===== src/sv32Pkg.sv =====
/*
  Sv32 address and page table entry formats for RV32 only.
  Physical addresses are 34 bits wide. The software bits of a PTE are carried
  but never interpreted.
*/
package sv32Pkg;

  ////////////////////////////////////////////////////////////
  // Field widths
  ////////////////////////////////////////////////////////////

  // Offset inside a 4 KiB page
  localparam int PageOffsetBits = 12;
  // One VPN slice indexes 1024 entries
  localparam int VpnBits        = 10;
  // Physical page number as held in satp and in a PTE
  localparam int PpnBits        = 22;
  localparam int PAdrBits       = PpnBits + PageOffsetBits;
  // Bytes per entry, scales a table index to a byte offset
  localparam int PteBytes       = 4;

  ////////////////////////////////////////////////////////////
  // Formats
  ////////////////////////////////////////////////////////////

  typedef logic [PpnBits-1:0]  ppnT;
  typedef logic [PAdrBits-1:0] pAdrT;

  // Virtual address split into the two table indices
  typedef struct packed {
    logic [VpnBits-1:0]        vpn1;
    logic [VpnBits-1:0]        vpn0;
    logic [PageOffsetBits-1:0] offset;
  } vAdrT;

  // Page table entry, flags in the low byte
  typedef struct packed {
    logic [11:0] ppn1;
    logic [9:0]  ppn0;
    logic [1:0]  rsw;
    logic        d;
    logic        a;
    logic        g;
    logic        u;
    logic        x;
    logic        w;
    logic        r;
    logic        v;
  } pteT;

  // Size of the page a leaf maps
  typedef enum logic [1:0] {
    kiloPage = 2'b00,
    megaPage = 2'b01
  } pageTypeT;

endpackage


===== src/walkPkg.sv =====
/*
  Walker states, fault kinds and the records passed between the three
  stages of the page table walker. Built on the Sv32 formats.
*/
package walkPkg;
  import sv32Pkg::*;

  ////////////////////////////////////////////////////////////
  // Encodings
  ////////////////////////////////////////////////////////////

  // leaf and fault last one cycle each
  typedef enum logic [2:0] {
    idle,
    level1,
    level0,
    leaf,
    fault
  } walkStateT;

  typedef enum logic [1:0] {
    noFault,
    instrFault,
    loadFault,
    storeFault
  } faultKindT;

  ////////////////////////////////////////////////////////////
  // Stage records
  ////////////////////////////////////////////////////////////

  // Latched miss, held for the whole walk
  typedef struct packed {
    vAdrT vAdr;
    logic isData;
    logic isStore;
  } walkReqT;

  // Walk outcome, fault is noFault for a refill
  typedef struct packed {
    pteT       pte;
    pageTypeT  pageType;
    logic      isData;
    faultKindT fault;
  } walkResultT;

  // Refill seen by a TLB
  typedef struct packed {
    pteT      pte;
    pageTypeT pageType;
  } tlbWriteT;

endpackage


===== src/missArbiter.sv =====
/*
  Takes one TLB miss at a time, data before instruction.
  Misses are levels held by the TLB until translationComplete.
*/
module missArbiter
  import sv32Pkg::*;
  import walkPkg::*;
(
  input  logic    HCLK,
  input  logic    arstN,
  input  logic    itlbMiss,
  input  logic    dtlbMiss,
  input  vAdrT    pc,
  input  vAdrT    memAdr,
  input  logic    memStore,
  input  logic    busyRelease,
  output logic    reqValid,
  output walkReqT req
);

  logic    missSeen;
  logic    accept;
  walkReqT nextReq;

  assign missSeen = itlbMiss || dtlbMiss;
  // Only while free, so a miss still high at release is ignored
  assign accept   = missSeen && !reqValid;

  // Data miss wins, store only matters for data
  always_comb begin
    nextReq.vAdr    = dtlbMiss ? memAdr : pc;
    nextReq.isData  = dtlbMiss;
    nextReq.isStore = dtlbMiss && memStore;
  end

  // Busy flag, doubles as the request valid
  always_ff @(posedge HCLK or negedge arstN) begin
    if (!arstN) begin
      reqValid <= 1'b0;
    end else if (accept) begin
      reqValid <= 1'b1;
    end else if (busyRelease) begin
      reqValid <= 1'b0;
    end
  end

  // Request held stable until the release
  always_ff @(posedge HCLK) begin
    if (accept) begin
      req <= nextReq;
    end
  end

  // Responder only releases a walk that is in flight
  assert property (@(posedge HCLK) disable iff (!arstN)
    busyRelease |-> reqValid);

endmodule


===== src/pteWalker.sv =====
/*
  Sv32 two-level walk over one word-wide memory port.
  Started only with translation on, so only the satp root PPN is read.
  No A/D update and no privilege checks here.
*/
module pteWalker
  import sv32Pkg::*;
  import walkPkg::*;
(
  input  logic        HCLK,
  input  logic        arstN,
  input  logic [31:0] satp,
  input  logic        reqValid,
  input  walkReqT     req,
  output logic        mmuTranslate,
  output pAdrT        mmuPAdr,
  input  pteT         mmuReadPte,
  input  logic        mmuReady,
  output logic        doneValid,
  output walkResultT  result
);

  walkStateT state, nextState;
  pAdrT      walkAdr, nextAdr;
  pteT       pteQ;
  pageTypeT  pageTypeQ, nextPageType;
  logic      reqValidQ;
  logic      walkStart;
  ppnT       rootPpn, ptePpn;
  logic      pteValid, pteLeaf, accessOk, megaMisaligned;
  faultKindT faultKind;

  // Table base plus scaled index
  function automatic pAdrT pteAdr(ppnT ppn, logic [VpnBits-1:0] vpn);
    pAdrT base;
    pAdrT idx;
    base = {ppn, {PageOffsetBits{1'b0}}};
    idx  = pAdrT'(vpn) * pAdrT'(PteBytes);
    return base + idx;
  endfunction

  ////////////////////////////////////////////////////////////
  // Entry checks on the returned word
  ////////////////////////////////////////////////////////////

  assign rootPpn = satp[PpnBits-1:0];
  assign ptePpn  = {mmuReadPte.ppn1, mmuReadPte.ppn0};

  // W without R is reserved
  assign pteValid       = mmuReadPte.v && !(mmuReadPte.w && !mmuReadPte.r);
  assign pteLeaf        = mmuReadPte.r || mmuReadPte.w || mmuReadPte.x;
  // Missing A, or store to a clean page
  assign accessOk       = mmuReadPte.a && !(req.isStore && !mmuReadPte.d);
  // Megapage must start on a 4 MiB boundary
  assign megaMisaligned = |mmuReadPte.ppn0;

  // Start once per request, reqValid stays high through the report
  assign walkStart = reqValid && !reqValidQ;

  ////////////////////////////////////////////////////////////
  // Level FSM
  ////////////////////////////////////////////////////////////

  always_comb begin
    nextState    = state;
    nextAdr      = walkAdr;
    nextPageType = pageTypeQ;
    case (state)
      idle: begin
        if (walkStart) begin
          nextState = level1;
          nextAdr   = pteAdr(rootPpn, req.vAdr.vpn1);
        end
      end
      level1: begin
        // Hold state and address until the memory answers
        if (mmuReady) begin
          if (!pteValid) begin
            nextState = fault;
          end else if (!pteLeaf) begin
            nextState = level0;
            nextAdr   = pteAdr(ptePpn, req.vAdr.vpn0);
          end else if (!accessOk || megaMisaligned) begin
            nextState = fault;
          end else begin
            nextState    = leaf;
            nextPageType = megaPage;
          end
        end
      end
      level0: begin
        // A pointer here has nowhere to go
        if (mmuReady) begin
          if (!pteValid || !pteLeaf || !accessOk) begin
            nextState = fault;
          end else begin
            nextState    = leaf;
            nextPageType = kiloPage;
          end
        end
      end
      default: nextState = idle;
    endcase
  end

  always_ff @(posedge HCLK or negedge arstN) begin
    if (!arstN) begin
      state     <= idle;
      reqValidQ <= 1'b0;
    end else begin
      state     <= nextState;
      reqValidQ <= reqValid;
    end
  end

  // Address, fetched entry and page size
  always_ff @(posedge HCLK) begin
    walkAdr   <= nextAdr;
    pageTypeQ <= nextPageType;
    if (mmuReady && mmuTranslate) begin
      pteQ <= mmuReadPte;
    end
  end

  ////////////////////////////////////////////////////////////
  // Outputs
  ////////////////////////////////////////////////////////////

  assign mmuTranslate = (state == level1) || (state == level0);
  assign mmuPAdr      = walkAdr;
  assign doneValid    = (state == leaf) || (state == fault);

  assign faultKind = !req.isData ? instrFault : (req.isStore ? storeFault : loadFault);

  always_comb begin
    result.pte      = pteQ;
    result.pageType = pageTypeQ;
    result.isData   = req.isData;
    result.fault    = (state == fault) ? faultKind : noFault;
  end

  // Memory port address holds until the ready pulse
  assert property (@(posedge HCLK) disable iff (!arstN)
    mmuTranslate && !mmuReady |=> mmuTranslate && $stable(mmuPAdr));
  assert property (@(posedge HCLK) disable iff (!arstN)
    doneValid |=> !doneValid);

endmodule


===== src/ptwTop.sv =====
/*
  Page table walker top. TLBs and the bus bridge sit outside.
  One walk in flight; satp must have translation on.
*/
module ptwTop
  import sv32Pkg::*;
  import walkPkg::*;
(
  input  logic        HCLK,
  input  logic        arstN,
  // TLB side
  input  logic        itlbMiss,
  input  logic        dtlbMiss,
  input  vAdrT        pc,
  input  vAdrT        memAdr,
  input  logic        memStore,
  input  logic [31:0] satp,
  output logic        itlbWrite,
  output logic        dtlbWrite,
  output tlbWriteT    tlbEntry,
  output logic        instrPageFault,
  output logic        loadPageFault,
  output logic        storePageFault,
  output logic        translationComplete,
  // Memory port
  output logic        mmuTranslate,
  output pAdrT        mmuPAdr,
  input  pteT         mmuReadPte,
  input  logic        mmuReady
);

  logic       reqValid;
  walkReqT    req;
  logic       doneValid;
  walkResultT result;
  logic       busyRelease;

  ////////////////////////////////////////////////////////////
  // Stage 1, miss select
  ////////////////////////////////////////////////////////////

  missArbiter u_missArbiter (
    .HCLK        (HCLK),
    .arstN       (arstN),
    .itlbMiss    (itlbMiss),
    .dtlbMiss    (dtlbMiss),
    .pc          (pc),
    .memAdr      (memAdr),
    .memStore    (memStore),
    .busyRelease (busyRelease),
    .reqValid    (reqValid),
    .req         (req)
  );

  // Stage 2, table walk
  pteWalker u_pteWalker (
    .HCLK         (HCLK),
    .arstN        (arstN),
    .satp         (satp),
    .reqValid     (reqValid),
    .req          (req),
    .mmuTranslate (mmuTranslate),
    .mmuPAdr      (mmuPAdr),
    .mmuReadPte   (mmuReadPte),
    .mmuReady     (mmuReady),
    .doneValid    (doneValid),
    .result       (result)
  );

  // Stage 3, report
  walkResponder u_walkResponder (
    .HCLK                (HCLK),
    .arstN               (arstN),
    .doneValid           (doneValid),
    .result              (result),
    .itlbWrite           (itlbWrite),
    .dtlbWrite           (dtlbWrite),
    .tlbEntry            (tlbEntry),
    .instrPageFault      (instrPageFault),
    .loadPageFault       (loadPageFault),
    .storePageFault      (storePageFault),
    .translationComplete (translationComplete),
    .busyRelease         (busyRelease)
  );

endmodule


===== src/walkResponder.sv =====
/*
  Turns a walk outcome into one registered report pulse, one cycle after
  doneValid. The refill goes to the TLB that missed.
*/
module walkResponder
  import sv32Pkg::*;
  import walkPkg::*;
(
  input  logic       HCLK,
  input  logic       arstN,
  input  logic       doneValid,
  input  walkResultT result,
  output logic       itlbWrite,
  output logic       dtlbWrite,
  output tlbWriteT   tlbEntry,
  output logic       instrPageFault,
  output logic       loadPageFault,
  output logic       storePageFault,
  output logic       translationComplete,
  output logic       busyRelease
);

  logic refill;

  assign refill = doneValid && (result.fault == noFault);

  // One-cycle report pulses
  always_ff @(posedge HCLK or negedge arstN) begin
    if (!arstN) begin
      itlbWrite           <= 1'b0;
      dtlbWrite           <= 1'b0;
      instrPageFault      <= 1'b0;
      loadPageFault       <= 1'b0;
      storePageFault      <= 1'b0;
      translationComplete <= 1'b0;
    end else begin
      itlbWrite           <= refill && !result.isData;
      dtlbWrite           <= refill && result.isData;
      instrPageFault      <= doneValid && (result.fault == instrFault);
      loadPageFault       <= doneValid && (result.fault == loadFault);
      storePageFault      <= doneValid && (result.fault == storeFault);
      translationComplete <= doneValid;
    end
  end

  // Entry only meaningful with a write pulse
  always_ff @(posedge HCLK) begin
    if (refill) begin
      tlbEntry.pte      <= result.pte;
      tlbEntry.pageType <= result.pageType;
    end
  end

  // Arbiter frees up in the cycle the report fires
  assign busyRelease = translationComplete;

  // At most one report pulse at a time
  assert property (@(posedge HCLK) disable iff (!arstN)
    $onehot0({itlbWrite, dtlbWrite, instrPageFault, loadPageFault, storePageFault}));

endmodule

===== config.mk =====
export PLATFORM = sky130hd
export DESIGN_NAME = ptwTop
export DESIGN_NICKNAME = d
export VERILOG_FILES = /design/src/sv32Pkg.sv /design/src/walkPkg.sv /design/src/missArbiter.sv /design/src/pteWalker.sv /design/src/ptwTop.sv /design/src/walkResponder.sv
export SDC_FILE = /design/constraint.sdc
export NUM_CORES = 1
export LEC_CHECK = 0
export ABC_AREA = 1
export BUFFER_PORTS_ARGS = -buffer_cell sky130_fd_sc_hd__buf_2
export CAP_MARGIN = 0
export CORE_MARGIN = 2
export CORE_UTILIZATION = 53
export CTS_BUF_LIST = sky130_fd_sc_hd__clkbuf_8
export CTS_CLUSTER_SIZE = 24
export DETAILED_ROUTE_END_ITERATION = 7
export PLACE_DENSITY = 0.89
export SETUP_SLACK_MARGIN = 0.4
export SLEW_MARGIN = 20
export SYNTH_ARGS = -nofsm -noshare
export SYNTH_HDL_FRONTEND = slang
export SYNTH_SLANG_ARGS = --single-unit

===== constraint.sdc =====
create_clock -name HCLK -period 6.2 [get_ports HCLK]
set_clock_uncertainty 0.05 [all_clocks]
set_input_delay 0.31 -clock HCLK [delete_from_list [all_inputs] [get_ports HCLK]]
set_output_delay 0.31 -clock HCLK [all_outputs]
set_load 0.005 [all_outputs]

==> impl_metrics.prom, run 1 <==
# TYPE chip_impl_metric gauge
chip_impl_metric{name="synth.area.mux_share",unit=""} 0
chip_impl_info{name="min-delay-start",value="mmuReadPte[31]"} 1
chip_impl_metric{name="placeableCoreArea",unit="µm²"} 9110
chip_impl_metric{name="first_global_vias",unit=""} 3275
chip_impl_metric{name="die_area",unit="µm²"} 10100
chip_impl_metric{name="num_cts_buffers",unit=""} 17
chip_impl_info{name="synth_area_leaders",value="sky130_fd_sc_hd__edfxtp_1 (73%), sky130_fd_sc_hd__nand2_1 (13%), sky130_fd_sc_hd__dfrtp_1 (5.6%), sky130_fd_sc_hd__inv_1 (1.4%), sky130_fd_sc_hd__nor2_1 (1.3%)"} 1
chip_impl_metric{name="globalplace.congestion",unit=""} 0.820
chip_impl_metric{name="cellPowerDensity",unit="nW/µm²"} 411
chip_impl_metric{name="totalWireLength",unit="µm"} 9890
chip_impl_metric{name="cp.arrival",unit="ns"} 3.06
chip_impl_metric{name="power_frac_comb",unit=""} 0.225
chip_impl_info{name="status",value="complete, no violations"} 1
chip_impl_metric{name="yosys.cell_types.count",unit=""} 24
chip_impl_metric{name="detailedRoute.firstIterationViolations",unit=""} 150
chip_impl_metric{name="drt.antenna.violating_nets",unit=""} 0
chip_impl_metric{name="max-clock-path-buffers",unit=""} 2
chip_impl_metric{name="clock_power_share",unit=""} 0.277
chip_impl_metric{name="die_y",unit="µm"} 100
chip_impl_metric{name="antenna_violations_before_repair",unit=""} 0
chip_impl_metric{name="power_switching_share",unit=""} 0.307
chip_impl_metric{name="worst_setup_hold_path_clk_slew",unit="ns"} 0.09
chip_impl_metric{name="total_standard_cell_area_after_synthesis",unit="µm²"} 4920
chip_impl_metric{name="fp-row-count",unit=""} 35
chip_impl_metric{name="port_buffers",unit=""} 171
chip_impl_metric{name="htreeDepth",unit=""} 4
chip_impl_metric{name="die_x",unit="µm"} 100
chip_impl_metric{name="detail_route.vias_per_cell",unit=""} 4.88
chip_impl_metric{name="power.ir.vdd_worst",unit="µV"} 176
chip_impl_metric{name="synth-async-reset-ratio",unit=""} 0.0840
chip_impl_metric{name="cts_num_sinks",unit=""} 131
chip_impl_info{name="cts_root_buffer",value="sky130_fd_sc_hd__clkbuf_8"} 1
chip_impl_metric{name="ys_seq_area_frac",unit=""} 0.789
chip_impl_metric{name="min_delay_path_depth",unit=""} 1
chip_impl_metric{name="drcViolationCount",unit=""} 0
chip_impl_metric{name="nNetsFinal",unit=""} 698
chip_impl_metric{name="tightest_slew",unit="ns"} 1.00
chip_impl_metric{name="synth_simple_gate_area_share",unit=""} 0.162
chip_impl_metric{name="leakage",unit="nW"} 2.85
chip_impl_metric{name="synth_warn",unit=""} 0
chip_impl_metric{name="net-switching-power",unit="mW"} 0.801
chip_impl_info{name="min_delay_worst_endpoint",value="u_pteWalker.result[36]$_DFFE_PP_"} 1
chip_impl_metric{name="cap_viol_max_count",unit=""} 0
chip_impl_info{name="holdCritPathClass",value="in -> reg"} 1
chip_impl_metric{name="detailed_place_hpwl",unit="µm"} 6800
chip_impl_metric{name="timing.final.max_slew_violations",unit=""} 0
chip_impl_metric{name="leftover_overflow_at_the_end_of_global_routing",unit=""} 0
chip_impl_info{name="rr_startpoint",value="u_pteWalker.state[1]$_DFFE_PN0P_"} 1
chip_impl_metric{name="setup-tns-final",unit="ns"} 0
chip_impl_metric{name="postCtsSetupRepairBufs",unit=""} 0
chip_impl_metric{name="antenna_cells",unit=""} 0
chip_impl_metric{name="floorplan.io_pins",unit=""} 209
chip_impl_metric{name="synth-edff-count",unit=""} 120
chip_impl_metric{name="relative_slew_slack",unit=""} 0.329
chip_impl_info{name="crit_type",value="reg -> reg"} 1
chip_impl_info{name="synth_top_family_by_area",value="simple AND/OR/NAND/NOR gates"} 1
chip_impl_metric{name="dr.pass1.iters",unit=""} 4
chip_impl_metric{name="worst-r2r-setup-slack",unit="ns"} 3.12
chip_impl_metric{name="detailroute.via_count",unit=""} 3356
chip_impl_info{name="synth_area_leader_cell",value="sky130_fd_sc_hd__edfxtp_1"} 1
chip_impl_metric{name="internal_power",unit="mW"} 1.80
chip_impl_metric{name="synth_compound_gate_area_share",unit=""} 0.0168
chip_impl_metric{name="critical_path.max_fanout",unit=""} 40
chip_impl_metric{name="grt_first_pass_wirelength",unit="µm"} 14900
chip_impl_metric{name="synth_top_cell_area_share",unit=""} 0.733
chip_impl_metric{name="syn_inst",unit=""} 380
chip_impl_metric{name="synth-seq-cells",unit=""} 131
chip_impl_info{name="critical_path.endpoint_type",value="flop"} 1
chip_impl_metric{name="globalRouteTotalUtil",unit=""} 0.196
chip_impl_info{name="r2r_end",value="u_pteWalker.mmuPAdr[3]$_DFFE_PP_"} 1
chip_impl_metric{name="initial_core_util",unit=""} 0.540
chip_impl_metric{name="wire_per_inst",unit="µm"} 14.4
chip_impl_metric{name="max_clock_freq",unit="MHz"} 325
chip_impl_metric{name="seq_power_share",unit=""} 0.499
chip_impl_metric{name="report.final.setup_viol",unit=""} 0
chip_impl_info{name="startpoint",value="u_pteWalker.state[1]$_DFFE_PN0P_"} 1
chip_impl_metric{name="synthXorXnorAreaFrac",unit=""} 0
chip_impl_metric{name="post_route_core_utilization",unit=""} 0.695
chip_impl_metric{name="worst-r2r-cell-count",unit=""} 5
chip_impl_info{name="synth_top_flop_cell",value="sky130_fd_sc_hd__edfxtp_1"} 1
chip_impl_info{name="cts_tree",value="done"} 1
chip_impl_metric{name="hold_viol",unit=""} 0
chip_impl_info{name="critPathLaunchType",value="flop"} 1
chip_impl_metric{name="finalCriticalPeriod",unit="ns"} 3.08
chip_impl_metric{name="maximum_number_of_pins_on_one_net_before_global_route_repair",unit=""} 41
chip_impl_metric{name="drive_gt1_frac",unit=""} 0.374
chip_impl_metric{name="timing.critical_path.required",unit="ns"} 6.18
chip_impl_metric{name="worst_skew_pair.late_latency",unit="ns"} 0.42
chip_impl_info{name="rsz0062_at_grt",value="false"} 1
chip_impl_metric{name="post_synth_fa_ha_maj_area_fraction",unit=""} 0
chip_impl_metric{name="post-route-period-util",unit=""} 0.497
chip_impl_metric{name="syn_area_per_cell",unit="µm²"} 12.9
chip_impl_metric{name="area_delta_synth_final",unit="%"} 28.8
==> how the worst max path moves through the flow <==
| stage | endpoint | slack [ns] | depth (start not counted) |
|---|---|---|---|
| after floorplan | u_walkResponder.dtlbWrite$_DFF_PN0_ | 2.84 | 4 |
| after global placement | u_pteWalker.pageTypeQ[0]$_DFFE_PP_ | 3.28 | 5 |
| after detailed placement | u_pteWalker.mmuPAdr[23]$_DFFE_PP_ | 3.08 | 5 |
| after CTS | u_pteWalker.mmuPAdr[25]$_DFFE_PP_ | 3.03 | 5 |
| after global routing | u_pteWalker.mmuPAdr[25]$_DFFE_PP_ | 2.88 | 5 |
| final | u_pteWalker.mmuPAdr[3]$_DFFE_PP_ | 3.12 | 5 |
==> cell type report <==
type | instances | area (µm²)
clock buffers | 17 | 234
fillers | 621 | 2780
repair buffers | 177 | 931
clock inverters | 15 | 171
inverters | 20 | 75.1
well taps | 111 | 139
multi-input cells | 217 | 905
flip-flops and latches | 131 | 3880
==> cell families after synthesis <==
| family | Yosys count |
|---|---|
| flops | 131 |
| other cells | 1 |
| buf+inv | 34 |
| simple gates | 203 |
| compound gates | 11 |
==> sequential cells by signal, indices dropped and copies added (netlist names), 3 cells and up <==
register	count
u_missArbiter.req	22
u_pteWalker.mmuPAdr	32
u_pteWalker.result	32
u_pteWalker.state	3
u_walkResponder.tlbEntry	33
==> placed cells by master, fill, tap and decap left out, types with 2 or more instances in the layout <==
cell	count
sky130_fd_sc_hd__inv_6	5
sky130_fd_sc_hd__nor3_2	2
sky130_fd_sc_hd__a21oi_2	2
sky130_fd_sc_hd__nand3_2	2
sky130_fd_sc_hd__nor2_1	16
sky130_fd_sc_hd__conb_1	3
sky130_fd_sc_hd__buf_2	171
sky130_fd_sc_hd__clkbuf_8	17
sky130_fd_sc_hd__inv_8	2
sky130_fd_sc_hd__clkinvlp_4	2
sky130_fd_sc_hd__clkinv_4	3
sky130_fd_sc_hd__inv_1	18
sky130_fd_sc_hd__inv_2	2
sky130_fd_sc_hd__dlygate4sd3_1	4
sky130_fd_sc_hd__bufinv_16	2
sky130_fd_sc_hd__edfxtp_1	120
sky130_fd_sc_hd__o21ai_0	5
sky130_fd_sc_hd__nand3_1	5
sky130_fd_sc_hd__nand2_1	173
sky130_fd_sc_hd__dfrtp_1	11
==> timing repair <==
action,4_1_cts,5_1_grt
hold buffers,2,2
resized for setup,0,0
endpoints found under the hold margin,12,2
==> critical path, stage by stage, from the launching register on <==
cell and delay, ns:
sky130_fd_sc_hd__dfrtp_1 0.38, sky130_fd_sc_hd__inv_1 0.15, sky130_fd_sc_hd__nand3_2 0.69, sky130_fd_sc_hd__o21ai_0 0.49
sky130_fd_sc_hd__nand3b_1 0.16, sky130_fd_sc_hd__nor2_4 0.76
==> stage by stage <==
stage / area [µm²] / cells / total power [mW] / setup slack, ns / hold WS [ns]
finish: 6330 / 688 / 2.61 / 3.12 / 0.0273
floorplan: 4920 / 382 / 1.65 / 2.84 / -0.0356
global placement: 5860 / 651 / 1.86 / 3.28 / 0.124
detailed placement: 5860 / 651 / 1.90 / 3.08 / 0.131
global route: 6330 / 688 / 2.75 / 2.88 / 0.00551
CTS: 6290 / 685 / 2.62 / 3.03 / 0.000179
==> synthesized netlist by cell type (2+ instances only) <==
library cell / instances
sky130_fd_sc_hd__nand3_1: 5
sky130_fd_sc_hd__inv_2: 2
sky130_fd_sc_hd__buf_4: 3
sky130_fd_sc_hd__o21ai_0: 5
sky130_fd_sc_hd__inv_1: 18
sky130_fd_sc_hd__nand3_2: 2
sky130_fd_sc_hd__edfxtp_1: 120
sky130_fd_sc_hd__buf_2: 6
sky130_fd_sc_hd__a21oi_2: 2
sky130_fd_sc_hd__nand2_1: 173
sky130_fd_sc_hd__nor3_1: 2
sky130_fd_sc_hd__dfrtp_1: 11
sky130_fd_sc_hd__clkbuf_1: 4
sky130_fd_sc_hd__nor2_1: 17
==> power groups by stage <==
stage / clock network, mW / registers, mW / logic, mW
6_report: 0.721 / 1.30 / 0.585
5_1_grt: 0.773 / 1.32 / 0.662
4_1_cts: 0.739 / 1.30 / 0.581
3_5_place_dp: 0 / 1.32 / 0.574
3_3_place_gp: 0 / 1.31 / 0.544
2_1_floorplan: 0 / 1.33 / 0.327
==> per-layer routing <==
metal | global-route usage | vias to the layer above | wire length [µm]
li1 | - | 1635 | -
met1 | 0.221 | 1551 | 3790
met2 | 0.350 | 162 | 5290
met3 | 0.0585 | 8 | 731
met4 | 0.0759 | 0 | 78
met5 | 0 | - | 0
Note: power is estimated with default switching activity, not from simulation.
==> run 2: changes to the inputs <==
- CORE_UTILIZATION: 53 -> 44
- PLACE_DENSITY: 0.89 -> 0.8
- clock period: 6.2 -> 2.65 ns (I/O delays scaled with it)
==> impl_metrics.prom, run 2 (synthesized netlist as in run 1, its figures left out) <==
# TYPE chip_impl_metric gauge
chip_impl_info{name="status",value="complete, no violations"} 1
chip_impl_info{name="cts_root_buffer",value="sky130_fd_sc_hd__clkbuf_8"} 1
chip_impl_metric{name="totalWireLength",unit="µm"} 11500
chip_impl_metric{name="power.ir.vdd_worst",unit="µV"} 424
chip_impl_info{name="critical_path.endpoint_type",value="flop"} 1
chip_impl_metric{name="max_clock_freq",unit="MHz"} 498
chip_impl_metric{name="fp-row-count",unit=""} 38
chip_impl_info{name="crit_slowest_cell",value="sky130_fd_sc_hd__dfrtp_1"} 1
chip_impl_metric{name="flip_flop_count_of_the_largest_register_all_copies_and_words_added",unit=""} 33
chip_impl_metric{name="cp_slowest_stage_delay",unit="ns"} 0.43
chip_impl_metric{name="setup-tns-final",unit="ns"} 0
chip_impl_metric{name="detailed_place_hpwl",unit="µm"} 6950
chip_impl_metric{name="leftover_overflow_at_the_end_of_global_routing",unit=""} 0
chip_impl_metric{name="grt_first_pass_wirelength",unit="µm"} 17200
chip_impl_metric{name="seqCellArea",unit="µm²"} 3880
chip_impl_metric{name="tightest_slew",unit="ns"} 0.789
chip_impl_metric{name="htreeDepth",unit=""} 4
chip_impl_metric{name="worst-r2r-cell-count",unit=""} 7
chip_impl_metric{name="globalRouteTotalUtil",unit=""} 0.195
chip_impl_info{name="holdCritPathClass",value="in -> async"} 1
chip_impl_metric{name="critical_path.max_fanout",unit=""} 32
chip_impl_metric{name="area_delta_synth_final",unit="%"} 48.0
chip_impl_metric{name="worst_setup_hold_path_clk_slew",unit="ns"} 0.07
chip_impl_metric{name="first_global_vias",unit=""} 3773
chip_impl_metric{name="leakage",unit="nW"} 3.23
chip_impl_metric{name="nNetsFinal",unit=""} 795
chip_impl_metric{name="detail_route.vias_per_cell",unit=""} 4.66
chip_impl_metric{name="worst_skew_pair.late_latency",unit="ns"} 0.42
chip_impl_metric{name="fillers",unit=""} 759
chip_impl_metric{name="dr.pass1.iters",unit=""} 5
chip_impl_metric{name="antenna_cells",unit=""} 0
chip_impl_metric{name="post-route-period-util",unit=""} 0.758
chip_impl_metric{name="drcViolationCount",unit=""} 0
chip_impl_info{name="critPathLaunchType",value="flop"} 1
chip_impl_metric{name="detailedRoute.firstIterationViolations",unit=""} 357
chip_impl_metric{name="die_area",unit="µm²"} 12000
chip_impl_info{name="rr_startpoint",value="u_pteWalker.state[2]$_DFFE_PN0P_"} 1
chip_impl_info{name="largest_register",value="u_walkResponder.tlbEntry"} 1
chip_impl_info{name="layout.cells.most_common",value="sky130_fd_sc_hd__nand2_1"} 1
chip_impl_metric{name="drive_gt1_frac",unit=""} 0.322
chip_impl_info{name="crit_path_cell_trace",value="inv_1, nand3_2, buf_4, or2_2, nand3b_1, nor2_4, buf_6"} 1
chip_impl_metric{name="hold_viol",unit=""} 0
chip_impl_metric{name="wire_per_inst",unit="µm"} 14.2
chip_impl_metric{name="die_y",unit="µm"} 110
chip_impl_metric{name="initial_core_util",unit=""} 0.452
chip_impl_info{name="cts_tree",value="done"} 1
chip_impl_metric{name="report.final.setup_viol",unit=""} 0
chip_impl_metric{name="placed_cells_incl_taps",unit=""} 684
chip_impl_metric{name="floorplan.io_pins",unit=""} 209
chip_impl_info{name="final_cell_mix",value="sky130_fd_sc_hd__nand2_1 (173), sky130_fd_sc_hd__buf_2 (171), sky130_fd_sc_hd__edfxtp_1 (120)"} 1
chip_impl_info{name="crit_path_end",value="u_pteWalker.mmuPAdr[25]$_DFFE_PP_"} 1
chip_impl_metric{name="cts_num_sinks",unit=""} 131
chip_impl_metric{name="num_cts_buffers",unit=""} 17
chip_impl_metric{name="cap_viol_max_count",unit=""} 0
chip_impl_metric{name="postCtsSetupRepairBufs",unit=""} 0
chip_impl_metric{name="max-clock-path-buffers",unit=""} 2
chip_impl_metric{name="detailroute.via_count",unit=""} 3789
chip_impl_metric{name="timing.critical_path.required",unit="ns"} 2.69
chip_impl_metric{name="worst-r2r-setup-slack",unit="ns"} 0.64
chip_impl_info{name="rsz0062_at_grt",value="false"} 1
chip_impl_metric{name="cp.arrival",unit="ns"} 2.05
chip_impl_metric{name="globalplace.congestion",unit=""} 0.745
chip_impl_metric{name="port_buffers",unit=""} 171
chip_impl_metric{name="placeableCoreArea",unit="µm²"} 10900
chip_impl_info{name="r2r_end",value="u_pteWalker.mmuPAdr[25]$_DFFE_PP_"} 1
chip_impl_metric{name="finalCriticalPeriod",unit="ns"} 2.01
chip_impl_metric{name="multi_input_area",unit="µm²"} 911
chip_impl_info{name="crit_type",value="reg -> reg"} 1
chip_impl_metric{name="drt.antenna.violating_nets",unit=""} 0
chip_impl_info{name="startpoint",value="u_pteWalker.state[2]$_DFFE_PN0P_"} 1
chip_impl_metric{name="report.power.total",unit="mW"} 6.06
chip_impl_metric{name="relative_slew_slack",unit=""} 0.473
chip_impl_metric{name="timing.final.max_slew_violations",unit=""} 0
chip_impl_metric{name="die_x",unit="µm"} 110
chip_impl_metric{name="cellPowerDensity",unit="nW/µm²"} 833
chip_impl_metric{name="antenna_violations_before_repair",unit=""} 0
chip_impl_metric{name="maximum_number_of_pins_on_one_net_before_global_route_repair",unit=""} 35
chip_impl_metric{name="post_layout_nonfiller_instances",unit=""} 813
run 2: cell types whose count changed in the layout (fill, tap and decap cells not counted), moves of 2 or more:
cell | before | now
sky130_fd_sc_hd__dlygate4sd3_1 | 4 | 98
sky130_fd_sc_hd__clkinv_2 | 0 | 4
sky130_fd_sc_hd__inv_6 | 5 | 2
sky130_fd_sc_hd__buf_4 | 1 | 3
sky130_fd_sc_hd__inv_8 | 2 | 0
run 2: metrics by stage:
step | setup slack, ns | hold WS [ns] | instance area, µm² | util
CTS | 0.526 | 0.0142 | 7280 | 0.668
detailed placement | 0.559 | -0.0432 | 5950 | 0.546
global placement | 0.607 | -0.0520 | 5950 | 0.546
floorplan | 0.355 | -0.213 | 4940 | -
finish | 0.640 | 0.0494 | 7280 | 0.669
global route | 0.446 | 0.0623 | 7280 | 0.669
run 2: where the power goes:
group	total [mW]	switching, mW	leakage, nW	internal, mW
Clock	1.48	0.755	0.173	0.728
Combinational	1.54	0.963	1.81	0.574
Sequential	3.04	0.132	1.25	2.91
Total	6.06	1.85	3.23	4.21
run 2: how the worst min path moves through the flow:
| stage | cells past startpoint | to | slack (ns) | from |
|---|---|---|---|---|
| global placement | 1 | u_walkResponder.dtlbWrite$_DFF_PN0_ | -0.05 | arstN |
| CTS | 2 | u_pteWalker.state[2]$_DFFE_PN0P_ | 0.01 | arstN |
| global route | 2 | u_walkResponder.itlbWrite$_DFF_PN0_ | 0.06 | arstN |
| floorplan | 0 | u_missArbiter.reqValid$_DFFE_PN0P_ | -0.21 | arstN |
| finish | 2 | u_pteWalker.reqValidQ$_DFF_PN0_ | 0.05 | arstN |
| detailed placement | 1 | u_walkResponder.itlbWrite$_DFF_PN0_ | -0.04 | arstN |
run 2: metal layers:
layer  track usage  vias up  part of all wire  routed length [µm]
li1              -     1827                 -                   -
met1         0.204     1759              0.38                4410
met2         0.357      184              0.52                6050
met3        0.0557       19             0.076                 882
met4        0.0940        0             0.017                 200
met5             0        -                 0                   0
run 2: cell type report:
class,instances,share of cell area
clock buffers,17,0.0321
clock inverters,14,0.0158
inverters,20,0.0103
multi-input cells,217,0.125
flip-flops and latches,131,0.533
well taps,140,0.0241
repair buffers,274,0.260
run 2: critical path, delay by kind of cell (launching register included):
| family | cells | cell delay [ns] |
|---|---|---|
| DFF | 1 | 0.43 |
| buffers and inverters | 3 | 0.67 |
| and+or+nand+nor | 4 | 0.53 |
run 2: what timing repair did:
action / in CTS / in global routing
gates resized for setup: 0 / 1
endpoints found under the setup margin: 0 / 12
hold buffers: 98 / 0
hold endpoints to repair: 89 / 0
